$ cat config.mk
export PLATFORM = sky130hd
export DESIGN_NAME = h2d_frame_starter
export DESIGN_NICKNAME = d
export VERILOG_FILES = /design/src/hw/sata_fis_pkg.sv /design/src/hw/h2d_frame_starter.sv
export SDC_FILE = /design/constraint.sdc
export NUM_CORES = 1
export LEC_CHECK = 0
export BUFFER_PORTS_ARGS = -buffer_cell sky130_fd_sc_hd__buf_4
export CORE_AREA = 2 2 39 41
export DETAILED_ROUTE_END_ITERATION = 6
export DIE_AREA = 0 0 41 43
export GPL_ROUTABILITY_DRIVEN = 0
export SLEW_MARGIN = 20
export SYNTH_ARGS = -nofsm -noshare
export SYNTH_HDL_FRONTEND = slang
export SYNTH_SLANG_ARGS = --single-unit
$ cat constraint.sdc
create_clock -name clk -period 0.9 [get_ports clk]
set_input_delay 0 -clock clk [delete_from_list [all_inputs] [get_ports clk]]
set_output_delay 0 -clock clk [all_outputs]
set_load 0.01 [all_outputs]
$ cat src/hw/sata_fis_pkg.sv
// sata fis buffer shared definitions
// payload word, per-direction tag encodings and fill-level thresholds

package sata_fis_pkg;

    // one payload dword as carried through both FIFOs
    typedef logic [31:0] dword_t;

    localparam int TAG_W       = 2;              // width of the type tag
    localparam int FIFO_WORD_W = TAG_W + 32;     // tag plus dword in each FIFO entry

    // host to device tags, written by the host with each word
    typedef enum logic [TAG_W-1:0] {
        h2d_data = 2'd0,                         // FIS body word
        h2d_head = 2'd1,                         // first word of a FIS
        h2d_last = 2'd2                          // final word of a FIS
    } h2d_type_e;

    // device to host tags, produced by the tagger
    typedef enum logic [TAG_W-1:0] {
        d2h_dma      = 2'd0,                     // body word
        d2h_fis_head = 2'd1,                     // first word of a FIS
        d2h_ok       = 2'd2,                     // good frame marker, data ignored
        d2h_err      = 2'd3                      // bad frame marker, data ignored
    } d2h_type_e;

    // d2h_many threshold, also the h2d headroom below full
    localparam int MANY_WORDS = 8;

    // link is told busy when fewer d2h entries than this are free
    localparam int BUSY_MARGIN = 64;

endpackage

$ cat src/hw/h2d_frame_starter.sv
// h2d frame starter
// requests a frame transmission once a FIS is fully buffered or enough words wait
`timescale 1ns/1ns

module h2d_frame_starter import sata_fis_pkg::*; #(
    parameter int FIFO_ADDR_W = 9,               // width of the fill count is FIFO_ADDR_W+1
    parameter int START_BITS  = 6                // start once 2**START_BITS words are buffered
) (
    input  logic                 clk,
    input  logic                 rst,
    input  logic                 wr,             // host word written to the h2d FIFO
    input  h2d_type_e            wr_type,        // tag of the word being written
    input  logic [FIFO_ADDR_W:0] fill,           // h2d FIFO fill count
    input  logic                 frame_ack,      // link accepted the request
    output logic                 frame_req       // request a new frame transmission
);

    logic pending;                               // a FIS head went in, no request yet
    logic head_wr;
    logic last_wr;
    logic enough_words;                          // start threshold reached

    assign head_wr = wr && (wr_type == h2d_head);
    assign last_wr = wr && (wr_type == h2d_last);

    // any bit at or above START_BITS means fill >= 2**START_BITS
    assign enough_words = |fill[FIFO_ADDR_W:START_BITS];

    // pending FIS, dropped as soon as the request is seen
    always_ff @(posedge clk) begin
        if (rst || frame_req) begin
            pending <= 1'b0;
        end else if (head_wr) begin
            pending <= 1'b1;
        end
    end

    // request register, held until the link acknowledges
    always_ff @(posedge clk) begin
        if (rst) begin
            frame_req <= 1'b0;
        end else if (pending && (last_wr || enough_words)) begin
            frame_req <= 1'b1;                   // whole FIS in, or enough to stream
        end else if (frame_ack) begin
            frame_req <= 1'b0;
        end
    end

endmodule

==> results.py <==
metrics = {
    "grt": {
        "antenna_found_initial": 0,
        "gr-usage-met2_pct": 5.63,
        "grt_max_degree": 4,
        "grt_util_all_layers_pct": 4.30,
        "top_usage_layer": "met4",
        "gr-total-overflow": 0,
        "first_global_vias": 137,
        "met1_usage_pct": 1.27,
        "use_met3_pct": 1.57,
        "grt_first_pass_wirelength_um": 372,
    },
    "synth": {
        "synth.area.top_cells": "dfxtp_1, and3b_1, or4_1, a31oi_1, nand2b_1",
        "synth.most_common_cell": "dfxtp_1",
        "synth_cell_type_count": 9,
        "async_flop_share_pct": 0,
        "yosys_warnings": 0,
        "synth-edff-count": 0,
        "ys_ff_latch": 2,
        "synth-main-ff-cell": "dfxtp_1",
        "synth_area_um2": 87.6,
        "netlist_instances": 10,
        "synth_nets": 26,
        "yosysTopAreaCell": "dfxtp_1",
        "synth_seq_area_share_pct": 45.7,
        "synth_top_area_share_pct": 45.7,
        "synth_area_per_cell_um2": 8.76,
    },
    "power_and_ir_drop": {
        "p_leak_nw": 0.101,
        "switchingPower_mw": 0.0667,
        "p_seq_share_pct": 28.1,
        "p_per_area_nw_per_um2": 1600,
        "swShare_pct": 19.4,
        "fin_total_pwr_mw": 0.343,
        "pwr-share-comb_pct": 14.0,
        "ir_drop_mv": 0.219,
        "p_int_mw": 0.277,
        "pwr-share-clk_pct": 57.9,
    },
    "timing": {
        "max_slew_margin_pct": 90.8,
        "tns_ns": 0,
        "hold_viol": 0,
        "setup_viol": 0,
        "slew_viol_final": 0,
        "max_freq_ghz": 1.36,
        "min_period_over_period_pct": 81.8,
        "finalCriticalPeriod_ns": 0.736,
        "finClkSkew_ns": 0.00147,
        "worst_pin_slew_ns": 0.138,
        "rsz0062_at_grt": "no",
    },
    "clock_tree": {
        "numCtsBuffers": 3,
        "clk_latency_ns": 0.22,
        "clk_pin_slew_ns": 0.03,
        "cts_root_buf": "clkbuf_4",
        "cts-htree-levels": 1,
        "clock_path_buffers": 2,
        "cts.sinks": 2,
        "cts_tree": "built",
        "postCtsSetupBuffers": 0,
    },
    "setup_path": {
        "worst_setup_path_start_kind": "input pin",
        "crit_arrival_ns": 0.84,
        "critPathRequiredTime_ns": 1.01,
        "endpoint_kind": "flip-flop",
        "cp_max_fo": 1,
        "crit_type": "input pin to flip-flop",
    },
    "drt": {
        "drt-initial-drc-count": 0,
        "via_per_inst": 3.23,
        "routed_wl_um": 298,
        "drtAntennaViolNets": 0,
        "vias": 129,
        "wl_per_cell_um": 7.45,
        "drc": 0,
        "firstDrtPassIters": 1,
    },
    "floorplanning": {
        "num_rows": 14,
        "coreArea_um2": 1380,
        "pin_count": 17,
        "die_area_um2": 1760,
        "initial_core_util_pct": 6.33,
        "die_h_um": 43,
        "die_x_um": 41,
    },
    "final_layout": {
        "drive_gt1_share_pct": 54.2,
        "syn_to_final_growth_pct": 146,
        "n_antenna_cell": 0,
        "final_nets": 42,
        "design_area_um2": 215,
    },
    "outcome": {
        "status": "complete, no violations",
    },
    "placed_design": {
        "dpl_cell_area_um2": 183,
        "dp_hpwl_um": 223,
        "port_buffers": 10,
    },
    "hold_path": {
        "hp-class": "input pin to flip-flop",
    },
    "flow_run": {
        "drv_cap": 0,
    },
}
## worst max-delay path, cell delays in order
cell	delay, ns
buf_4	0.10
or4_1	0.51
o21ai_1	0.15
a21oi_1	0.08
## layout make-up
class / instances / area (µm²)
sequential: 2 / 40.0
inverter: 1 / 3.75
clock buffer: 3 / 22.5
multi-input combinational: 7 / 43.8
timing repair buffer: 11 / 85.1
fill: 153 / 1170
tap: 16 / 20.0
## final timing paths
kind	start	endpoint	cells after the start	slack (ns)
worst max-delay path	fill[7]	frame_req	4	0.16
worst min-delay path	frame_ack	frame_req	3	0.04
worst max register to register	pending	pending	2	0.29
worst min register to register	frame_req	pending	1	0.45
## flip-flops by register name, indices dropped and copies added, names as in the netlist
| signal | flops |
|---|---|
| pending | 1 |
| frame_req | 1 |
## power groups by stage
stage / Clock (mW) / Sequential, mW / Combinational, mW
after floorplan: 0 / 0.0980 / 0.00933
after global placement: 0 / 0.0975 / 0.0442
after detailed placement: 0 / 0.0975 / 0.0446
after CTS: 0.215 / 0.0964 / 0.0487
after global routing: 0.217 / 0.0966 / 0.0510
final: 0.199 / 0.0965 / 0.0480
## layer usage
metal  up-vias  routed length (µm)
li1         65                   -
met3         2                  19
met1        57                  89
met2         5                 174
met4         0                  14
met5         -                   0
## through the flow
step                      hold WS [ns]  util [%]  setup WS, ns  std cells
after floorplan                 0.0691         -        0.0888         10
after global placement           0.170      13.2       -0.0646         36
after detailed placement         0.173      13.2       -0.0781         36
after CTS                       0.0301      15.6         0.162         40
after global routing            0.0532      15.6         0.128         40
final                           0.0419      15.6         0.164         40
## timing repair
action / 4_1_cts / 5_1_grt
hold buffers: 1 / 0
resized for setup: 0 / 0
setup endpoints to repair: 0 / 0
hold endpoints to repair: 2 / 0
## cells in the final DEF, fill, tap and decap left out
master / instances
dfxtp_1: 2
a31oi_1: 1
dlygate4sd3_1: 1
a21oi_1: 1
o21ai_1: 1
nor3_1: 1
buf_4: 10
or4_1: 1
nand2b_1: 1
inv_1: 1
clkbuf_4: 3
and3b_1: 1
## logic make-up after synthesis
family,count (synthesis),synth area share [%]
buffers and inverters,1,4.28
AOI/OAI and AO/OA,3,18.6
DFF,2,45.7
and+or+nand+nor,4,31.4
No activity file was read; power rests on OpenSTA's default activity.
