$ cat src/hw/sata_fis_pkg.sv
// sata fis buffer shared definitions
// payload word, per-direction tag encodings and fill-level thresholds

package sata_fis_pkg;

    // one payload dword as carried through both FIFOs
    typedef logic [31:0] dword_t;

    localparam int TAG_W       = 2;              // width of the type tag
    localparam int FIFO_WORD_W = TAG_W + 32;     // tag plus dword in each FIFO entry

    // host to device tags, written by the host with each word
    typedef enum logic [TAG_W-1:0] {
        h2d_data = 2'd0,                         // FIS body word
        h2d_head = 2'd1,                         // first word of a FIS
        h2d_last = 2'd2                          // final word of a FIS
    } h2d_type_e;

    // device to host tags, produced by the tagger
    typedef enum logic [TAG_W-1:0] {
        d2h_dma      = 2'd0,                     // body word
        d2h_fis_head = 2'd1,                     // first word of a FIS
        d2h_ok       = 2'd2,                     // good frame marker, data ignored
        d2h_err      = 2'd3                      // bad frame marker, data ignored
    } d2h_type_e;

    // d2h_many threshold, also the h2d headroom below full
    localparam int MANY_WORDS = 8;

    // link is told busy when fewer d2h entries than this are free
    localparam int BUSY_MARGIN = 64;

endpackage

$ cat src/hw/d2h_fis_tagger.sv
// d2h fis tagger
// tags words from the link as head or body, appends one OK/ERR marker per frame
`timescale 1ns/1ns

module d2h_fis_tagger import sata_fis_pkg::*; (
    input  logic      clk,
    input  logic      rst,
    input  logic      incom_start,               // link began receiving a frame
    input  logic      incom_done,                // frame completed good
    input  logic      incom_invalidate,          // frame had errors
    input  logic      word_valid,                // link delivers a word
    input  dword_t    word_data,
    output logic      fifo_wr,                   // write strobe into the d2h FIFO
    output d2h_type_e fifo_type,
    output dword_t    fifo_data
);

    d2h_type_e cur_type;                         // tag for the next write
    logic      invalidate_r;                     // invalidate one cycle late
    logic      marker_push;                      // push the end-of-frame marker
    logic      frame_end;

    // late invalidate lets a final data word arriving with it pass as body
    always_ff @(posedge clk) begin
        if (rst) begin
            invalidate_r <= 1'b0;
        end else begin
            invalidate_r <= incom_invalidate;
        end
    end

    assign frame_end = incom_done || invalidate_r;

    // tag state: head after start, body after first word, marker at end
    always_ff @(posedge clk) begin
        if (rst || incom_start) begin
            cur_type <= d2h_fis_head;
        end else if (word_valid) begin
            cur_type <= d2h_dma;
        end else if (frame_end) begin
            cur_type <= invalidate_r ? d2h_err : d2h_ok;
        end
    end

    // only one marker, and only after at least one body word
    always_ff @(posedge clk) begin
        if (rst) begin
            marker_push <= 1'b0;
        end else begin
            marker_push <= frame_end && (cur_type == d2h_dma);
        end
    end

    // link words and marker share one write port
    assign fifo_wr   = word_valid || marker_push;
    assign fifo_type = cur_type;
    assign fifo_data = marker_push ? '0 : word_data;  // marker carries no payload

endmodule

$ cat config.mk
export PLATFORM = sky130hd
export DESIGN_NAME = d2h_fis_tagger
export DESIGN_NICKNAME = d
export VERILOG_FILES = /design/src/hw/sata_fis_pkg.sv /design/src/hw/d2h_fis_tagger.sv
export SDC_FILE = /design/constraint.sdc
export NUM_CORES = 1
export LEC_CHECK = 0
export ABC_AREA = 1
export BUFFER_PORTS_ARGS = -buffer_cell sky130_fd_sc_hd__buf_2
export CAP_MARGIN = 10
export CORE_UTILIZATION = 26
export CTS_CLUSTER_SIZE = 24
export DETAILED_ROUTE_END_ITERATION = 8
export PLACE_DENSITY = 0.75
export SLEW_MARGIN = 25
export SYNTH_ARGS = -nofsm -noshare
export SYNTH_HDL_FRONTEND = slang
export SYNTH_SLANG_ARGS = --single-unit
$ cat constraint.sdc
create_clock -name clk -period 0.8 [get_ports clk]
set_clock_uncertainty 0.05 [all_clocks]
set_input_delay 0.16 -clock clk [delete_from_list [all_inputs] [get_ports clk]]
set_output_delay 0.16 -clock clk [all_outputs]
set_load 0.1 [all_outputs]
==> impl_summary.txt, run 1 <==
----------------------------------------------------
[Outcome]
  Status ... stopped before the end
  Step where the flow halted ... clock tree synthesis (4_1_cts)
  First Err ... [ERROR DPL-0033] detailed placement checks failed during check placement.

[Placed design]
  Number of buffer cells added on primary ports ... 72
  RD Place Congestion ... 0.652
  Detail Placement HPWL ... 2040 µm
  Placed Instances ... 184

[Die]
  Die width ... 45.4 µm
  Die extent in y ... 45.4 µm
  Number of placed I/O pins ... 73
  Starting density of the core ... 0.281
  Number of rows created at floorplan ... 15

[Yosys]
  Share of the synthesized area in the top cell type ... 0.276
  Average size of a mapped cell ... 5.51 µm²
  Number of instances in the synthesized netlist ... 89
  Area leader, netlist ... sky130_fd_sc_hd__inv_1
  Synth Net Count ... 127
  Number of different library cells in the post-synthesis netlist ... 11
  Yosys reg bits ... 4
  Area of the mapped netlist ... 490 µm²
  Sequential share of the synthesized area ... 0.163
  Number of warnings issued by yosys ... 0
  Dominant cells by area after synthesis ... sky130_fd_sc_hd__inv_1 28%, sky130_fd_sc_hd__nor2_1 20%, sky130_fd_sc_hd__dfxtp_1 16%, sky130_fd_sc_hd__nor2_4 9.2%, sky130_fd_sc_hd__nor2_2 8.9%

[Clocking]
  TritonCTS Buffers ... 3
  H-tree depth ... 1
  Clk sink count ... 4
  CTS max path bufs ... 2
  Number of hold buffers added after CTS ... 0
  Resized cells post-CTS ... 8
  Root buffer cell ... sky130_fd_sc_hd__clkbuf_4
  Setup bufs post-CTS ... 2

----------------------------------------------------
[kinds of logic after synthesis]
family                 Yosys count  synth area share
flip-flops                       4             0.163
AND/OR/NAND/NOR                 44             0.441
AO/OA/AOI/OAI                    1            0.0102
buffers and inverters           40             0.385
[synth_stat cells]
library cell and instances:
sky130_fd_sc_hd__nand2_1 5, sky130_fd_sc_hd__buf_6 3, sky130_fd_sc_hd__buf_12 1, sky130_fd_sc_hd__or2_1 1, sky130_fd_sc_hd__dfxtp_1 4, sky130_fd_sc_hd__o21ai_0 1, sky130_fd_sc_hd__nor2_4 4, sky130_fd_sc_hd__nor3_1 1
sky130_fd_sc_hd__nor2_1 26, sky130_fd_sc_hd__inv_1 36, sky130_fd_sc_hd__nor2_2 7
[through the flow]
step / cell area, µm² / util / hold slack, ns / setup WS [ns]
floorplan: 713 / - / 0.181 / -0.467
global placement: 1590 / 0.911 / 0.296 / -0.262
detailed placement: 1590 / 0.911 / 0.305 / -0.294
==> inputs of run 2 (changes only) <==
--- a/config.mk
+++ b/config.mk
@@ -8,10 +8,10 @@
 export ABC_AREA = 1
 export BUFFER_PORTS_ARGS = -buffer_cell sky130_fd_sc_hd__buf_2
 export CAP_MARGIN = 10
-export CORE_UTILIZATION = 26
-export CTS_CLUSTER_SIZE = 24
+export CORE_AREA = 2 2 63 65
 export DETAILED_ROUTE_END_ITERATION = 8
-export PLACE_DENSITY = 0.75
+export DIE_AREA = 0 0 65 67
+export PLACE_DENSITY_LB_ADDON = 0.15
 export SLEW_MARGIN = 25
 export SYNTH_ARGS = -nofsm -noshare
 export SYNTH_HDL_FRONTEND = slang
==> constraint.sdc (replaced) <==
create_clock -name clk -period 1.04 [get_ports clk]
set_clock_uncertainty 0.05 [all_clocks]
set_input_delay 0.208 -clock clk [delete_from_list [all_inputs] [get_ports clk]]
set_output_delay 0.208 -clock clk [all_outputs]
set_load 0.1 [all_outputs]
==> run 2 against run 1 <==
Net effect: the flow now finishes, with violations (negative setup slack); synthesized cell count did not move; area after synthesis did not move.
==> impl_summary.txt, run 2 <==
----------------------------------------------------
[Power]
  Switching Power ... 0.000937 W
  Worst ir drop on vdd ... 0.728 mV
  Final total power ... 0.00182 W
  Internal portion of total power ... 0.000886 W
  Fraction of power consumed by sequential logic ... 0.091
  Switching Fraction ... 0.514
  Share of power burned in the clock network ... 0.193
  Power density over cell area ... 1090 nW/µm²
  Pleak ... 0.870 nW
  Combinational power share ... 0.717

[Yosys]
  Post-synthesis async set-or-reset flop share ... 0
  Sequential share of the synthesized area ... 0.163
  Synth Net Count ... 127
  Area leader, netlist ... sky130_fd_sc_hd__inv_1
  EDFF count, synth ... 0
  Share of the synthesized area in the top cell type ... 0.276
  Area of the mapped netlist ... 490 µm²
  Most instantiated flip-flop cell in the synthesis netlist ... sky130_fd_sc_hd__dfxtp_1
  Number of different library cells in the post-synthesis netlist ... 11
  Yosys reg bits ... 4
  Average size of a mapped cell ... 5.51 µm²
  Dominant cells by area after synthesis ... sky130_fd_sc_hd__inv_1 28%, sky130_fd_sc_hd__nor2_1 20%, sky130_fd_sc_hd__dfxtp_1 16%, sky130_fd_sc_hd__nor2_4 9.2%, sky130_fd_sc_hd__nor2_2 8.9%
  Most common library cells after synthesis ... 36 x sky130_fd_sc_hd__inv_1, 26 x sky130_fd_sc_hd__nor2_1, 7 x sky130_fd_sc_hd__nor2_2
  Number of instances in the synthesized netlist ... 89
  Number of warnings issued by yosys ... 0
  Leading cell type by number of instances after synthesis ... sky130_fd_sc_hd__inv_1

[Die]
  Die extent in y ... 67 µm
  Placeable core region ... 3610 µm²
  Number of placed I/O pins ... 73
  DIE AREA ... 4360 µm²
  Die width ... 65 µm
  Starting density of the core ... 0.136
  Number of rows created at floorplan ... 22

[Clocking]
  Clk sink count ... 4
  Clock transition at the registers of the reported paths ... 0.03 ns
  TritonCTS Buffers ... 3
  TritonCTS clock tree ... built
  Root buffer cell ... sky130_fd_sc_hd__clkbuf_8
  Clock insertion delay at the later pin of the skew report ... 0.22 ns
  Setup bufs post-CTS ... 0
  H-tree depth ... 1
  CTS max path bufs ... 2

[Detailed routing]
  Count of unresolved DRC violations after routing ... 0
  Routed vias/inst ... 3.48
  Total number of vias ... 738
  DRC violation total after the first TritonRoute iteration ... 19
  Detailed Routing Iterations Pass 1 ... 4
  Post-Route WL ... 2060 µm
  Remaining number of nets flagged by the antenna check after routing ... 0
  Average wire length per cell after detail routing ... 9.70 µm

[Critical path]
  Data arrival time at the worst-slack endpoint ... 1.07 ns
  R2R cell count ... 2
  Crit Path Max Fanout ... 18
  Setup Crit Path Kind ... reg2out
  CP endpoint kind ... output pin
  Critical Path Source Type ... flip-flop
  Data required time of the worst path ... 0.78 ns

[Placed design]
  Number of buffer cells added on primary ports ... 72
  RD Place Congestion ... 0.713
  Worst setup slack after placement ... -0.0586 ns
  Detail Placement HPWL ... 1840 µm

[STA]
  Fmax ... 754 MHz
  RSZ-0062 raised after global routing ... yes
  Relative slew margins ... 0.857
  Setup WS post-layout ... -0.286 ns
  Transition time at the pin with the least slew margin ... 0.215 ns
  Share of the clock period used by the worst path ... 1.27
  Final Hold Vio Count ... 0
  Total count of max-transition violations in the final report ... 0
  Clock period minus worst slack ... 1.33 ns
  Final number of setup-violating endpoints ... 33

[Outcome]
  Status ... finished with violations
  Failing checks ... negative setup slack

[Global routing]
  Via count of the first global-routing pass ... 703
  Wire length of the first global-routing pass ... 3160 µm
  Overall routing resource usage ... 0.0950
  Pin count of the biggest net entering global routing ... 19
  Global route total overflow ... 0
  Initial antenna violation count ... 0

[Cells and area]
  Final Net Count ... 203
  Top library cells by usage in the layout, fill and taps aside ... 37 x sky130_fd_sc_hd__buf_2, 37 x sky130_fd_sc_hd__buf_12, 36 x sky130_fd_sc_hd__inv_1, 32 x sky130_fd_sc_hd__nor2_4
  Finished Core Util ... 0.466
  Share of final-layout standard cells stronger than drive strength 1 ... 0.695
  Diodes inserted ... 0
  Number of flip-flops under the largest register name ... 2
  Area added between synthesis and finish ... 242%

[Min path]
  Cells on Worst Hold Path ... 2
  Type of the worst min-delay path ... in2reg

[Job]
  Max capacitance violation total ... 0

----------------------------------------------------
## run 2: cell counts after synthesis
No cell type changed its count.
## run 2: cell type report
class	count	area (µm²)
clock buffers	4	45.0
flip-flops and latches	4	91.3
multi-input cells	45	414
inverters	36	135
well taps	48	60.1
repair buffers	75	933
fillers	348	1930
## run 2: metrics by stage
| stage | instance area (µm²) | hold slack (ns) | std cells | TNS [ns] |
|---|---|---|---|---|
| floorplan | 703 | 0.229 | 89 | -8.66 |
| global placement | 1630 | 0.349 | 208 | -1.17 |
| detailed placement | 1630 | 0.351 | 208 | -1.35 |
| CTS | 1670 | 0.121 | 212 | -9.15 |
| global route | 1680 | 0.142 | 212 | -9.87 |
| finish | 1680 | 0.127 | 212 | -8.83 |
## run 2: cell families after synthesis
family / synth area share
buffers and inverters: 0.385
AND/OR/NAND/NOR: 0.441
AO/OA/AOI/OAI: 0.0102
flip-flops: 0.163
## run 2: worst max-delay path: stages (launching register included)
cell and delay (ns):
sky130_fd_sc_hd__dfxtp_4 0.35, sky130_fd_sc_hd__buf_12 0.18, sky130_fd_sc_hd__nor2_4 0.12, sky130_fd_sc_hd__buf_12 0.18
## run 2: power by group through the flow
| stage | clock [W] | sequential, W | combinational (W) |
|---|---|---|---|
| 3_5_place_dp | 0 | 0.000171 | 0.00132 |
| 4_1_cts | 0.000360 | 0.000169 | 0.00132 |
| 2_1_floorplan | 0 | 0.000194 | 0.000814 |
| 3_3_place_gp | 0 | 0.000170 | 0.00131 |
| 5_1_grt | 0.000373 | 0.000167 | 0.00135 |
| 6_report | 0.000351 | 0.000165 | 0.00131 |
## run 2: worst paths after layout
path,slack [ns],end,startpoint
max,-0.29,fifo_data[3],marker_push
min,0.13,marker_push,rst
max reg2reg,0.29,fifo_type[1],fifo_type[1]
min reg2reg,0.45,fifo_type[1],invalidate_r
## run 2: per-layer routing
| layer | wire length [µm] | part of all wire | global-route usage | vias to the layer above |
|---|---|---|---|---|
| li1 | - | - | - | 379 |
| met1 | 686 | 0.33 | 0.0954 | 320 |
| met2 | 1160 | 0.56 | 0.182 | 35 |
| met3 | 183 | 0.089 | 0.0220 | 4 |
| met4 | 27 | 0.013 | 0.0479 | 0 |
| met5 | 0 | 0 | 0 | - |
## run 2: repair_timing
action | in CTS | in global routing
gates resized for setup | 0 | 2
hold buffers | 0 | 0
gates cloned | 0 | 0
endpoints found under the setup margin | 33 | 35
Note: power is estimated with default switching activity, not from simulation.
